==> src/hw/otp_pkg.sv <==
/*
  OTP macro interface definitions
  One native fuse word is 16 bits and every transfer moves exactly one word
  Error codes are ordered by the FSM's view of fault severity
*/
package otp_pkg;

  // Native fuse word and word address widths
  parameter int OtpWidth     = 16;
  parameter int OtpAddrWidth = 5;

  // Macro command
  typedef enum logic {
    Read  = 1'b0,
    Write = 1'b1
  } otp_cmd_e;

  // Error codes reported by the macro and the programming FSM
  typedef enum logic [2:0] {
    NoError         = 3'h0,
    MacroWriteError = 3'h1,
    FsmStateError   = 3'h2
  } otp_err_e;

  // Request from the programming FSM to the macro
  typedef struct packed {
    logic                    req;
    otp_cmd_e                cmd;
    logic [OtpAddrWidth-1:0] addr;
    logic [OtpWidth-1:0]     wdata;
  } otp_req_t;

  // Response from the macro, err only meaningful with rvalid
  typedef struct packed {
    logic     gnt;
    logic     rvalid;
    otp_err_e err;
  } otp_rsp_t;

endpackage

==> src/hw/lc_pkg.sv <==
/*
  Life cycle multibit signal definitions
  Only On and Off are legal encodings
  The loose decode treats every value other than Off as asserted
*/
package lc_pkg;

  // Multibit control signal, complementary encodings
  typedef enum logic [3:0] {
    On  = 4'b0101,
    Off = 4'b1010
  } lc_tx_e;

  // Loose decode
  // A corrupted encoding fails towards the asserted side
  function automatic logic lc_tx_test_true_loose(lc_tx_e val);
    return val != Off;
  endfunction

endpackage

==> src/hw/lc_req_intake.sv <==
/*
  Request intake for the life cycle programming path
  Escalation is a multibit level and passes through two flops before decode
  A request is taken only while the FSM reports idle and no start is pending
*/
`timescale 1ns/100ps

module lc_req_intake #(
  parameter int NumLcWords = 4
) (
  input  logic                                    clk_i,
  input  logic                                    rst_ni,
  input  lc_pkg::lc_tx_e                          escalate_en_i,
  input  logic                                    lc_req_i,
  input  logic [NumLcWords*otp_pkg::OtpWidth-1:0] lc_data_i,
  input  logic                                    idle_i,
  output logic                                    start_o,
  output logic [NumLcWords*otp_pkg::OtpWidth-1:0] data_o,
  output logic                                    esc_o
);
  import lc_pkg::*;
  import otp_pkg::*;

  lc_tx_e                         esc_meta_q;
  lc_tx_e                         esc_sync_q;
  logic                           accept;
  logic                           start_q;
  logic [NumLcWords*OtpWidth-1:0] data_q;

  ////////////////////////////////////////
  // Escalation synchronizer
  ////////////////////////////////////////

  // Both stages come out of reset deasserted
  always_ff @(posedge clk_i or negedge rst_ni) begin
    if (!rst_ni) begin
      esc_meta_q <= Off;
      esc_sync_q <= Off;
    end else begin
      esc_meta_q <= escalate_en_i;
      esc_sync_q <= esc_meta_q;
    end
  end

  assign esc_o = lc_tx_test_true_loose(esc_sync_q);

  ////////////////////////////////////////
  // Request capture
  ////////////////////////////////////////

  // Blocked in the start cycle so a held request level cannot retrigger
  assign accept = lc_req_i && idle_i && !start_q;

  always_ff @(posedge clk_i or negedge rst_ni) begin
    if (!rst_ni) begin
      start_q <= 1'b0;
    end else begin
      start_q <= accept;
    end
  end

  // Block stays stable for the whole programming run
  always_ff @(posedge clk_i) begin
    if (accept) begin
      data_q <= lc_data_i;
    end
  end

  assign start_o = start_q;
  assign data_o  = data_q;

endmodule

==> src/hw/otp_lci.sv <==
/*
  Life cycle programming FSM
  Writes the captured block word by word, one outstanding request at a time
  Macro errors are aggregated and the remaining words are still programmed
  Escalation or a counter fault locks the FSM in its terminal error state
*/
`timescale 1ns/100ps

module otp_lci #(
  parameter int NumLcWords   = 4,
  parameter int LcWordOffset = 4
) (
  input  logic                                    clk_i,
  input  logic                                    rst_ni,
  input  logic                                    lci_en_i,
  input  logic                                    esc_i,
  input  logic                                    start_i,
  input  logic [NumLcWords*otp_pkg::OtpWidth-1:0] data_i,
  output logic                                    idle_o,
  output logic                                    lc_ack_o,
  output logic                                    lc_err_o,
  output otp_pkg::otp_err_e                       error_o,
  output logic                                    fsm_err_o,
  output otp_pkg::otp_req_t                       otp_req_o,
  input  otp_pkg::otp_rsp_t                       otp_rsp_i
);
  import otp_pkg::*;

  localparam int CntWidth = (NumLcWords > 1) ? $clog2(NumLcWords) : 1;
  localparam logic [CntWidth-1:0] LastWord = CntWidth'(NumLcWords - 1);

  typedef enum logic [2:0] {
    ResetSt,
    IdleSt,
    WriteSt,
    WriteWaitSt,
    ErrorSt
  } state_e;

  state_e                              state_d, state_q;
  otp_err_e                            error_d, error_q;
  logic                                cnt_clr, cnt_en, cnt_err;
  logic [CntWidth-1:0]                 cnt_up_q, cnt_dn_q, cnt_sum;
  logic [NumLcWords-1:0][OtpWidth-1:0] words;
  logic                                wr_req;

  assign error_o = error_q;
  assign words   = data_i;

  ////////////////////////////////////////
  // Programming FSM
  ////////////////////////////////////////

  always_comb begin
    state_d   = state_q;
    error_d   = error_q;
    cnt_clr   = 1'b0;
    cnt_en    = 1'b0;
    wr_req    = 1'b0;
    idle_o    = 1'b0;
    lc_ack_o  = 1'b0;
    lc_err_o  = 1'b0;
    fsm_err_o = 1'b0;

    unique case (state_q)
      // Hold off until the interface is enabled
      ResetSt: begin
        if (lci_en_i) begin
          state_d = IdleSt;
        end
      end
      // Only state that reports idle and takes a start
      IdleSt: begin
        idle_o = 1'b1;
        if (start_i) begin
          cnt_clr = 1'b1;
          state_d = WriteSt;
        end
      end
      // Request stays up until the macro grants
      WriteSt: begin
        wr_req = 1'b1;
        if (otp_rsp_i.gnt) begin
          state_d = WriteWaitSt;
        end
      end
      // Collect the response, keep the latest non-zero code
      WriteWaitSt: begin
        if (otp_rsp_i.rvalid) begin
          if (otp_rsp_i.err != NoError) begin
            error_d = otp_rsp_i.err;
          end
          if (cnt_up_q == LastWord) begin
            lc_ack_o = 1'b1;
            state_d  = IdleSt;
            // Any failed word ends in lockdown
            if (error_d != NoError) begin
              lc_err_o = 1'b1;
              state_d  = ErrorSt;
            end
          end else begin
            cnt_en  = 1'b1;
            state_d = WriteSt;
          end
        end
      end
      // Terminal, never left without a reset
      ErrorSt: begin
        if (error_q == NoError) begin
          error_d = FsmStateError;
        end
      end
      // Glitched state register
      default: begin
        state_d   = ErrorSt;
        fsm_err_o = 1'b1;
      end
    endcase

    // Escalation and counter faults override everything above
    if (esc_i || cnt_err) begin
      state_d   = ErrorSt;
      fsm_err_o = 1'b1;
      if (error_q == NoError) begin
        error_d = FsmStateError;
      end
    end
  end

  ////////////////////////////////////////
  // Redundant word counter
  ////////////////////////////////////////

  // Up and down copies always sum to the last index
  assign cnt_sum = cnt_up_q + cnt_dn_q;
  assign cnt_err = cnt_sum != LastWord;

  always_ff @(posedge clk_i or negedge rst_ni) begin
    if (!rst_ni) begin
      cnt_up_q <= '0;
      cnt_dn_q <= LastWord;
    end else if (cnt_clr) begin
      cnt_up_q <= '0;
      cnt_dn_q <= LastWord;
    end else if (cnt_en) begin
      cnt_up_q <= cnt_up_q + 1'b1;
      cnt_dn_q <= cnt_dn_q - 1'b1;
    end
  end

  ////////////////////////////////////////
  // Macro request
  ////////////////////////////////////////

  always_comb begin
    otp_req_o.req   = wr_req;
    otp_req_o.cmd   = Read;
    // Block sits at a fixed word offset in the array
    otp_req_o.addr  = OtpAddrWidth'(LcWordOffset) + OtpAddrWidth'(cnt_up_q);
    otp_req_o.wdata = '0;
    if (wr_req) begin
      otp_req_o.cmd   = Write;
      otp_req_o.wdata = words[cnt_up_q];
    end
  end

  ////////////////////////////////////////
  // State and error registers
  ////////////////////////////////////////

  always_ff @(posedge clk_i or negedge rst_ni) begin
    if (!rst_ni) begin
      state_q <= ResetSt;
      error_q <= NoError;
    end else begin
      state_q <= state_d;
      error_q <= error_d;
    end
  end

endmodule

==> src/hw/otp_macro.sv <==
/*
  Behavioral OTP fuse array
  Reset models a blank part with every fuse at zero
  Writes only ever set bits, a requested clear is refused and flagged
  One request in flight, its response comes two cycles after the grant
*/
`timescale 1ns/100ps

module otp_macro #(
  parameter int NumOtpWords = 16
) (
  input  logic                              clk_i,
  input  logic                              rst_ni,
  input  otp_pkg::otp_req_t                 otp_req_i,
  output otp_pkg::otp_rsp_t                 otp_rsp_o,
  input  logic [otp_pkg::OtpAddrWidth-1:0]  rd_addr_i,
  output logic [otp_pkg::OtpWidth-1:0]      rd_data_o
);
  import otp_pkg::*;

  localparam int IdxWidth = (NumOtpWords > 1) ? $clog2(NumOtpWords) : 1;

  logic [OtpWidth-1:0] mem_q [NumOtpWords];
  logic                gnt, wr_en, in_range, rd_in_range, clr_viol;
  logic [IdxWidth-1:0] wr_idx, rd_idx;
  logic [OtpWidth-1:0] stored;
  logic                v1_q, v2_q;
  otp_err_e            err_d, err1_q, err2_q;
  logic [OtpWidth-1:0] rd_data_q;

  ////////////////////////////////////////
  // Grant and write check
  ////////////////////////////////////////

  // No new grant while a response is still in the pipeline
  assign gnt   = otp_req_i.req && !(v1_q || v2_q);
  assign wr_en = gnt && (otp_req_i.cmd == Write);

  assign in_range = int'(otp_req_i.addr) < NumOtpWords;
  assign wr_idx   = otp_req_i.addr[IdxWidth-1:0];
  assign stored   = in_range ? mem_q[wr_idx] : '0;

  // Stored one where the new data has a zero
  assign clr_viol = |(stored & ~otp_req_i.wdata);
  assign err_d    = (wr_en && clr_viol) ? MacroWriteError : NoError;

  // OR-in so that programmed fuses survive a bad write
  always_ff @(posedge clk_i or negedge rst_ni) begin
    if (!rst_ni) begin
      for (int i = 0; i < NumOtpWords; i++) begin
        mem_q[i] <= '0;
      end
    end else if (wr_en && in_range) begin
      mem_q[wr_idx] <= stored | otp_req_i.wdata;
    end
  end

  ////////////////////////////////////////
  // Response pipeline
  ////////////////////////////////////////

  always_ff @(posedge clk_i or negedge rst_ni) begin
    if (!rst_ni) begin
      v1_q   <= 1'b0;
      v2_q   <= 1'b0;
      err1_q <= NoError;
      err2_q <= NoError;
    end else begin
      v1_q   <= gnt;
      v2_q   <= v1_q;
      err1_q <= err_d;
      err2_q <= err1_q;
    end
  end

  assign otp_rsp_o.gnt    = gnt;
  assign otp_rsp_o.rvalid = v2_q;
  assign otp_rsp_o.err    = v2_q ? err2_q : NoError;

  ////////////////////////////////////////
  // Read port
  ////////////////////////////////////////

  assign rd_in_range = int'(rd_addr_i) < NumOtpWords;
  assign rd_idx      = rd_addr_i[IdxWidth-1:0];

  // Unmapped addresses read as blank
  always_ff @(posedge clk_i) begin
    rd_data_q <= rd_in_range ? mem_q[rd_idx] : '0;
  end

  assign rd_data_o = rd_data_q;

endmodule

==> src/hw/lc_otp_prog_top.sv <==
/*
  Life cycle OTP programming subsystem
  Block size, block offset and array depth are set here and passed down
  The block must fit inside the array at the given word offset
*/
`timescale 1ns/100ps

module lc_otp_prog_top #(
  parameter int NumLcWords   = 4,
  parameter int LcWordOffset = 4,
  parameter int NumOtpWords  = 16
) (
  input  logic                                    clk_i,
  input  logic                                    rst_ni,
  input  logic                                    lci_en_i,
  input  lc_pkg::lc_tx_e                          escalate_en_i,
  input  logic                                    lc_req_i,
  input  logic [NumLcWords*otp_pkg::OtpWidth-1:0] lc_data_i,
  input  logic [otp_pkg::OtpAddrWidth-1:0]        rd_addr_i,
  output logic                                    lc_ack_o,
  output logic                                    lc_err_o,
  output otp_pkg::otp_err_e                       error_o,
  output logic                                    fsm_err_o,
  output logic                                    lci_idle_o,
  output logic [otp_pkg::OtpWidth-1:0]            rd_data_o
);
  import otp_pkg::*;

  // Intake to FSM
  logic                           start;
  logic                           esc;
  logic [NumLcWords*OtpWidth-1:0] data;

  // FSM to macro
  otp_req_t otp_req;
  otp_rsp_t otp_rsp;

  lc_req_intake #(
    .NumLcWords(NumLcWords)
  ) lc_req_intake_inst (
    .clk_i        (clk_i),
    .rst_ni       (rst_ni),
    .escalate_en_i(escalate_en_i),
    .lc_req_i     (lc_req_i),
    .lc_data_i    (lc_data_i),
    .idle_i       (lci_idle_o),
    .start_o      (start),
    .data_o       (data),
    .esc_o        (esc)
  );

  otp_lci #(
    .NumLcWords  (NumLcWords),
    .LcWordOffset(LcWordOffset)
  ) otp_lci_inst (
    .clk_i    (clk_i),
    .rst_ni   (rst_ni),
    .lci_en_i (lci_en_i),
    .esc_i    (esc),
    .start_i  (start),
    .data_i   (data),
    .idle_o   (lci_idle_o),
    .lc_ack_o (lc_ack_o),
    .lc_err_o (lc_err_o),
    .error_o  (error_o),
    .fsm_err_o(fsm_err_o),
    .otp_req_o(otp_req),
    .otp_rsp_i(otp_rsp)
  );

  otp_macro #(
    .NumOtpWords(NumOtpWords)
  ) otp_macro_inst (
    .clk_i    (clk_i),
    .rst_ni   (rst_ni),
    .otp_req_i(otp_req),
    .otp_rsp_o(otp_rsp),
    .rd_addr_i(rd_addr_i),
    .rd_data_o(rd_data_o)
  );

endmodule

==> config.mk <==
export PLATFORM = sky130hd
export DESIGN_NAME = lc_otp_prog_top
export DESIGN_NICKNAME = d
export VERILOG_FILES = /design/src/hw/otp_pkg.sv /design/src/hw/lc_pkg.sv /design/src/hw/lc_req_intake.sv /design/src/hw/otp_lci.sv /design/src/hw/otp_macro.sv /design/src/hw/lc_otp_prog_top.sv
export SDC_FILE = /design/constraint.sdc
export NUM_CORES = 1
export LEC_CHECK = 0
export ABC_AREA = 1
export BUFFER_PORTS_ARGS = -buffer_cell sky130_fd_sc_hd__buf_2
export CORE_UTILIZATION = 47
export DETAILED_ROUTE_END_ITERATION = 8
export PLACE_DENSITY = 0.68
export SYNTH_ARGS = -nofsm -noshare
export SYNTH_HDL_FRONTEND = slang
export SYNTH_SLANG_ARGS = --single-unit
==> constraint.sdc <==
create_clock -name clk_i -period 3.8 [get_ports clk_i]
set_clock_uncertainty 0.15 [all_clocks]
set_input_delay 0.57 -clock clk_i [delete_from_list [all_inputs] [get_ports clk_i]]
set_output_delay 0.57 -clock clk_i [all_outputs]
set_load 0.01 [all_outputs]
## After elaboration in Yosys (flattened, before gate mapping)

Index checks and enable logic that the tools add are counted.

- Add/sub/neg operators: 4
- Multiply operators: 0
- Div/mod/pow operators: 0
- $lt $le $gt $ge: 6
- Equal/unequal tests: 12
- Shift-type cells: 0
- Multiplexer cells: 52
- Bitwise operators: 5
- Reduce and logical (&&, ||, !) cells: 19

Operators with widths:

| kind | number |
|---|---|
| $bwmux W256 | 1 |
| $bmux W16 S4 | 2 |
| $mux W16 | 8 |
| $demux W16 S4 | 1 |
| $mux W3 | 15 |
| $bmux W16 S2 | 1 |
| $mux W1 | 18 |
| $and A16 B16 Y16 | 1 |
| $not A16 Y16 | 1 |
| $or A16 B16 Y16 | 1 |
| $reduce_or A16 Y1 | 1 |
| $pmux W3 S5 | 1 |
| $ge A5 B5 Y1 const B | 2 |
| $not A4 Y5 | 2 |
| $mux W2 | 4 |
| $logic_and A1 B1 Y1 | 7 |
| $eq A3 B2 Y1 const B | 2 |
| $logic_not A3 Y1 | 2 |
| $ne A3 B1 Y1 const B | 2 |
| $ne A3 B2 Y1 const B | 2 |
| $pmux W3 S2 | 1 |
| $reduce_bool A3 Y1 | 2 |
| $lt A4 B5 Y1 const B | 1 |
| $lt A5 B1 Y1 const B | 1 |
| 17 further kinds | 19 |

- Register bits after elaboration: 363
- Latch bits: 0
- Bits in writable memories: 0
- Bits in read-only memories: 0
- Input bits: 77
- Output and inout bits: 23
- Memories kept: 0

## Longest topological paths before layout

- Depth in word-level cells: 11
- Depth in mapped cells: 14
- Gate-level depth less buffers: 12

## Hierarchy

Synthesis repeated with hierarchy kept, for this count alone.

- Cells, all modules: 2527
- Area, all modules: 19118.3 um2

By module, submodules not included:

| module | instances | cells an instance | area each (um2) | sequential area each (um2) |
|---|---|---|---|---|
| otp_macro | 1 | 2207 | 15621.2 | 6826.5 |
| lc_req_intake | 1 | 79 | 2177.1 | 2152.1 |
| otp_lci | 1 | 241 | 1320.0 | 252.7 |

## Worst setup path before layout

No wires, ideal clock.

- Kind: flip-flop to flip-flop
- Start point: register otp_lci_inst.state_q[1]
- End point: register lc_req_intake_inst.data_q[0], in the netlist lc_req_intake_inst.data_o[0], enable pin
- Library setup time: 0.487 ns
- Arrival: 3.566 ns
- Setup slack: -0.403 ns
- Cell stages (with the launch flop): 4
- Buffers on the path: 0
- Period minus slack after synthesis: 4.203 ns
- Cell sequence: dfrtp_1 -> nor3_2 -> nand2_1 -> nor2_1

- Word-level cells in the longest chain between the ends: 4

RTL lines:

| item | RTL line | text |
|---|---|---|
| start: declaration | otp_lci.sv:40 | `state_e state_d, state_q;` |
| start signal: assignment | otp_lci.sv:173 | `state_q <= ResetSt;` |
| start signal: assignment | otp_lci.sv:176 | `state_q <= state_d;` |
| $eq A3 B1 Y1 | otp_lci.sv:65 | `unique case (state_q)` |
| $mux W1 | otp_lci.sv:65 |  |
| named net lci_idle_o | lc_otp_prog_top.sv:24 | `output logic lci_idle_o,` |
| $logic_and A1 B1 Y1 (2 in a row) | lc_req_intake.sv:52 | `assign accept = lc_req_i && idle_i && !start_q;` |
| named net lc_req_intake_inst.accept | lc_req_intake.sv:26 | `logic accept;` |
| end signal: assignment | lc_req_intake.sv:65 | `data_q <= lc_data_i;` |
| end: declaration | lc_req_intake.sv:28 | `logic [NumLcWords*OtpWidth-1:0] data_q;` |

The timed path passes the listed nets, and every way through them passes these cells.
A chain may end at the register's enable or synchronous reset.

## Worst setup path after layout

- Start point: register otp_lci_inst.cnt_up_q[0]
- End point: output port fsm_err_o

- Word-level cells in the longest chain between the ends: 4

RTL lines:

| item | RTL line | text |
|---|---|---|
| start: declaration | otp_lci.sv:43 | `logic [CntWidth-1:0] cnt_up_q, cnt_dn_q, cnt_sum;` |
| start signal: assignment | otp_lci.sv:146 | `cnt_up_q <= cnt_up_q + 1'b1;` |
| $add A2 B2 Y2 | otp_lci.sv:135 | `assign cnt_sum = cnt_up_q + cnt_dn_q;` |
| $ne A2 B2 Y1 | otp_lci.sv:136 | `assign cnt_err = cnt_sum != LastWord;` |
| $logic_or A1 B1 Y1 | otp_lci.sv:121 | `if (esc_i \|\| cnt_err) begin` |
| $mux W1 | otp_lci.sv:121 |  |
| end: declaration | lc_otp_prog_top.sv:23 | `output logic fsm_err_o,` |

No other way between the ends.

==> results.md <==
- Status: finished clean
- Critical-path cell list: ha_1, nand2_1, nor4_1, nand2_1, inv_1, o21ai_0, buf_2
- Core area: 0.01594 sq mm
- Max Cap Viol: 0
- Post-synth EDFFs: 64
- CTS Buf Count: 17
- Most frequent cell after synthesis: nand2_1
- Total number of vias: 5,667
- CP most frequent cell: nand2_1
- Asr flop ratio synth: 52.10%
- Post-CTS setup buffer count: 0
- Most used DFF post-synth: dfrtp_1
- Number of port buffers: 99
- Clock Path Buffers: 2
- Effective utilization at floorplan: 48.45%
- Final period util: 79.74%
- Commonest cells in the netlist: 218 x nand2_1, 95 x inv_1, 81 x dfrtp_1, 78 x o21ai_0, 65 x a21oi_1
- HPWL Detailed: 10,380 um
- Unrepaired setup endpoints after global routing: false
- Final Instance Area: 0.008934 sq mm
- Sequential fraction of the synthesis area: 57.31%
- Area leader, netlist: dfrtp_1
- CP arrival: 2.31 ns
- Relative slew margins: 34.90%
- Main area contributors after synthesis: dfrtp_1 26%, edfxtp_1 25%, nand2_1 11%, o21ai_0 5.1%, inv_1 4.6%
- Critical path class: flop to primary output
- Antenna Cells: 0
- Skew-Pair Late Insertion Delay: 0.43 ns
- Critical path's slowest cell: dfrtp_2
- Initial antenna violation count: 0
- Setup TNS: 0 ns
- Place WS: 1.155 ns
- Top-area cell type share of the netlist area: 26.24%
- Vias in the first global route: 5,273
- Post-synth net total: 898
- Initial DRC count: 406
- Total wire length: 16,190 um
- Critical Path RT: 3.08 ns
- Htree depth: 4
- DR DRC count: 0
- Cell family with most CP delay: flip-flops
- Critical Path Sink Type: primary output
- Reg clk slew, reported paths: 0.06 ns
- Layout cells sized above 1: 20.70%
- Critical Path Max Stage Delay: 0.69 ns
- Routability congestion estimate: 0.7755
- Largest net degree at the start of global routing: 77
- Die H: 130.2 um
- CTS tree: yes
- Drt pass-1 iters: 5
- Final hold vios: 0
- Die width: 130.2 um
- Slew Viols, Final: 0
- Synthesized flop and latch total: 167
- DIE AREA: 0.01695 sq mm
- Worst-Margin Slew: 0.9766 ns
- Clk root buf: clkbuf_16
- Min cycle time layout: 3.030 ns
- P_leak: 4.224 nW
- Global-route wire length before repair: 26,700 um
- Max IR drop VDD: 299.3 uV
- Count of cell types in the netlist: 40
- Area growth syn-to-layout: 15.67%
- Max FO, Critical Path: 40
- Startpoint Class: flop
- CTS resizes: 0
- Storage cell area: 0.004428 sq mm
- Total gr overflow: 0
- Fillers: 1,421
- Placed instance area: 0.008307 sq mm
- Syn_area_per_cell: 9.465 sq um
- Nets: 982
- Buf+Inv Stages, Crit Path: 2
- Final setup fails: 0
- Cts hold-fix bufs: 0
- Fin worst setup slack: 0.7699 ns
- Cell Area, Synth: 0.007724 sq mm
- Vias/cell: 5.019
- Rows: 46
- Total GRT Usage: 20.88%
- Antenna-violating nets left: 0
- HP Class: input pin to flop
- Num ports: 100
- Clock sinks: 167
- Syn Inst Count: 816
- WL/cell: 14.34 um
- Synth warn: 0
- Final core utilization: 56.04%
- Power Density: 426.4 mW/mm^2
- Max Fclk: 330.0 MHz
- Area of the multi-input gates: 0.002674 sq mm
## layout by cell type, fill, tap and decap left out, types with 2 or more instances in the layout
| cell | count |
|---|---|
| dfstp_2 | 6 |
| xnor2_1 | 2 |
| nor3_2 | 2 |
| nand3_1 | 45 |
| o21ai_1 | 12 |
| inv_1 | 95 |
| nor3_1 | 2 |
| buf_2 | 98 |
| mux2_1 | 5 |
| buf_4 | 8 |
| inv_2 | 4 |
| o211ai_2 | 5 |
| dfxtp_1 | 16 |
| o21ai_0 | 78 |
| mux2_4 | 11 |
| dfrtp_1 | 80 |
| nor2_1 | 16 |
| nand2_1 | 218 |
| clkbuf_16 | 17 |
| inv_6 | 3 |
| inv_4 | 2 |
| bufinv_16 | 4 |
| o211ai_1 | 11 |
| clkinvlp_4 | 3 |
| edfxtp_1 | 64 |
| a21oi_1 | 65 |
| nor2_2 | 2 |
| nor2_8 | 2 |
| mux2_2 | 14 |
| ha_1 | 5 |
## logic make-up (layout without fill, tap and decap cells)
kind of cell	count (synthesis)	after routing	synth area share, %
flip-flops	167	167	57.31
adder cells (fa/ha/maj)	5	5	0.8100
XOR/XNOR	3	3	0.3403
buffers and inverters	142	239	8.164
multiplexers	30	30	4.908
AO/OA/AOI/OAI	176	176	12.39
AND/OR/NAND/NOR	293	293	16.07
## metal layers
layer  part of all wire (%)  global-route usage, %  vias up  wire length [um]
li1                       -                      -     2851                 -
met1                     50                  30.58     2612              8028
met2                     43                  30.60      186              6988
met3                    5.7                  3.895       18               920
met4                    1.6                  8.208        0               256
met5                      0                      0        -                 0
## cell type report
cell class	instances	area share, %
clock buffers	18	4.804
well taps	216	3.025
multi-input cells	507	29.93
repair buffers	106	6.162
clock inverters	14	2.213
inverters	101	4.300
flip-flops and latches	167	49.57
## worst paths after layout
check                           slack [ns]  cells after the start                                       start                                          to
worst min register to register        0.20                      0  lc_req_intake_inst.esc_meta_q[0]$_DFF_PN0_  lc_req_intake_inst.esc_sync_q[0]$_DFF_PN0_
max in group asynchronous             2.58                      2                                      rst_ni  lc_req_intake_inst.esc_sync_q[1]$_DFF_PN1_
min in group asynchronous             0.13                      1                                      rst_ni  lc_req_intake_inst.esc_meta_q[2]$_DFF_PN0_
worst max-delay path                  0.77                      7        otp_lci_inst.cnt_up_q[0]$_DFFE_PN0P_                                   fsm_err_o
worst min-delay path                  0.09                      1                            escalate_en_i[3]  lc_req_intake_inst.esc_meta_q[3]$_DFF_PN1_
worst max register to register        1.15                      5        otp_lci_inst.cnt_up_q[0]$_DFFE_PN0P_       otp_macro_inst.mem_q[178]$_DFFE_PN0P_
## flip-flops by register name, indices dropped and copies added, names as in the netlist
name                           cells
lc_req_intake_inst.data_o         64
otp_macro_inst.mem_q              64
otp_macro_inst.rd_data_o          16
lc_req_intake_inst.esc_meta_q      4
lc_req_intake_inst.esc_sync_q      4
otp_lci_inst.error_o               3
otp_lci_inst.state_q               3
otp_lci_inst.cnt_dn_q              2
otp_lci_inst.cnt_up_q              2
lc_req_intake_inst.start_o         1
otp_macro_inst.err1_q              1
otp_macro_inst.err2_q              1
otp_macro_inst.v1_q                1
otp_macro_inst.v2_q                1
## through the flow
step	hold WS [ns]	total power [mW]	instances
final	0.09191	3.809	1129
after detailed placement	0.1855	2.019	1097
after floorplan	0.1244	1.947	816
after CTS	0.07512	3.842	1129
after global routing	0.07166	3.934	1129
after global placement	0.1834	2.017	1097
## power by group
group	leakage, nW	internal (mW)	switching [mW]
clock network	0.297	1.11	0.721
logic	2.05	0.0400	0.0601
registers	1.88	1.88	0.00164
total	4.22	3.03	0.783
(Power assumes the default switching activity.)
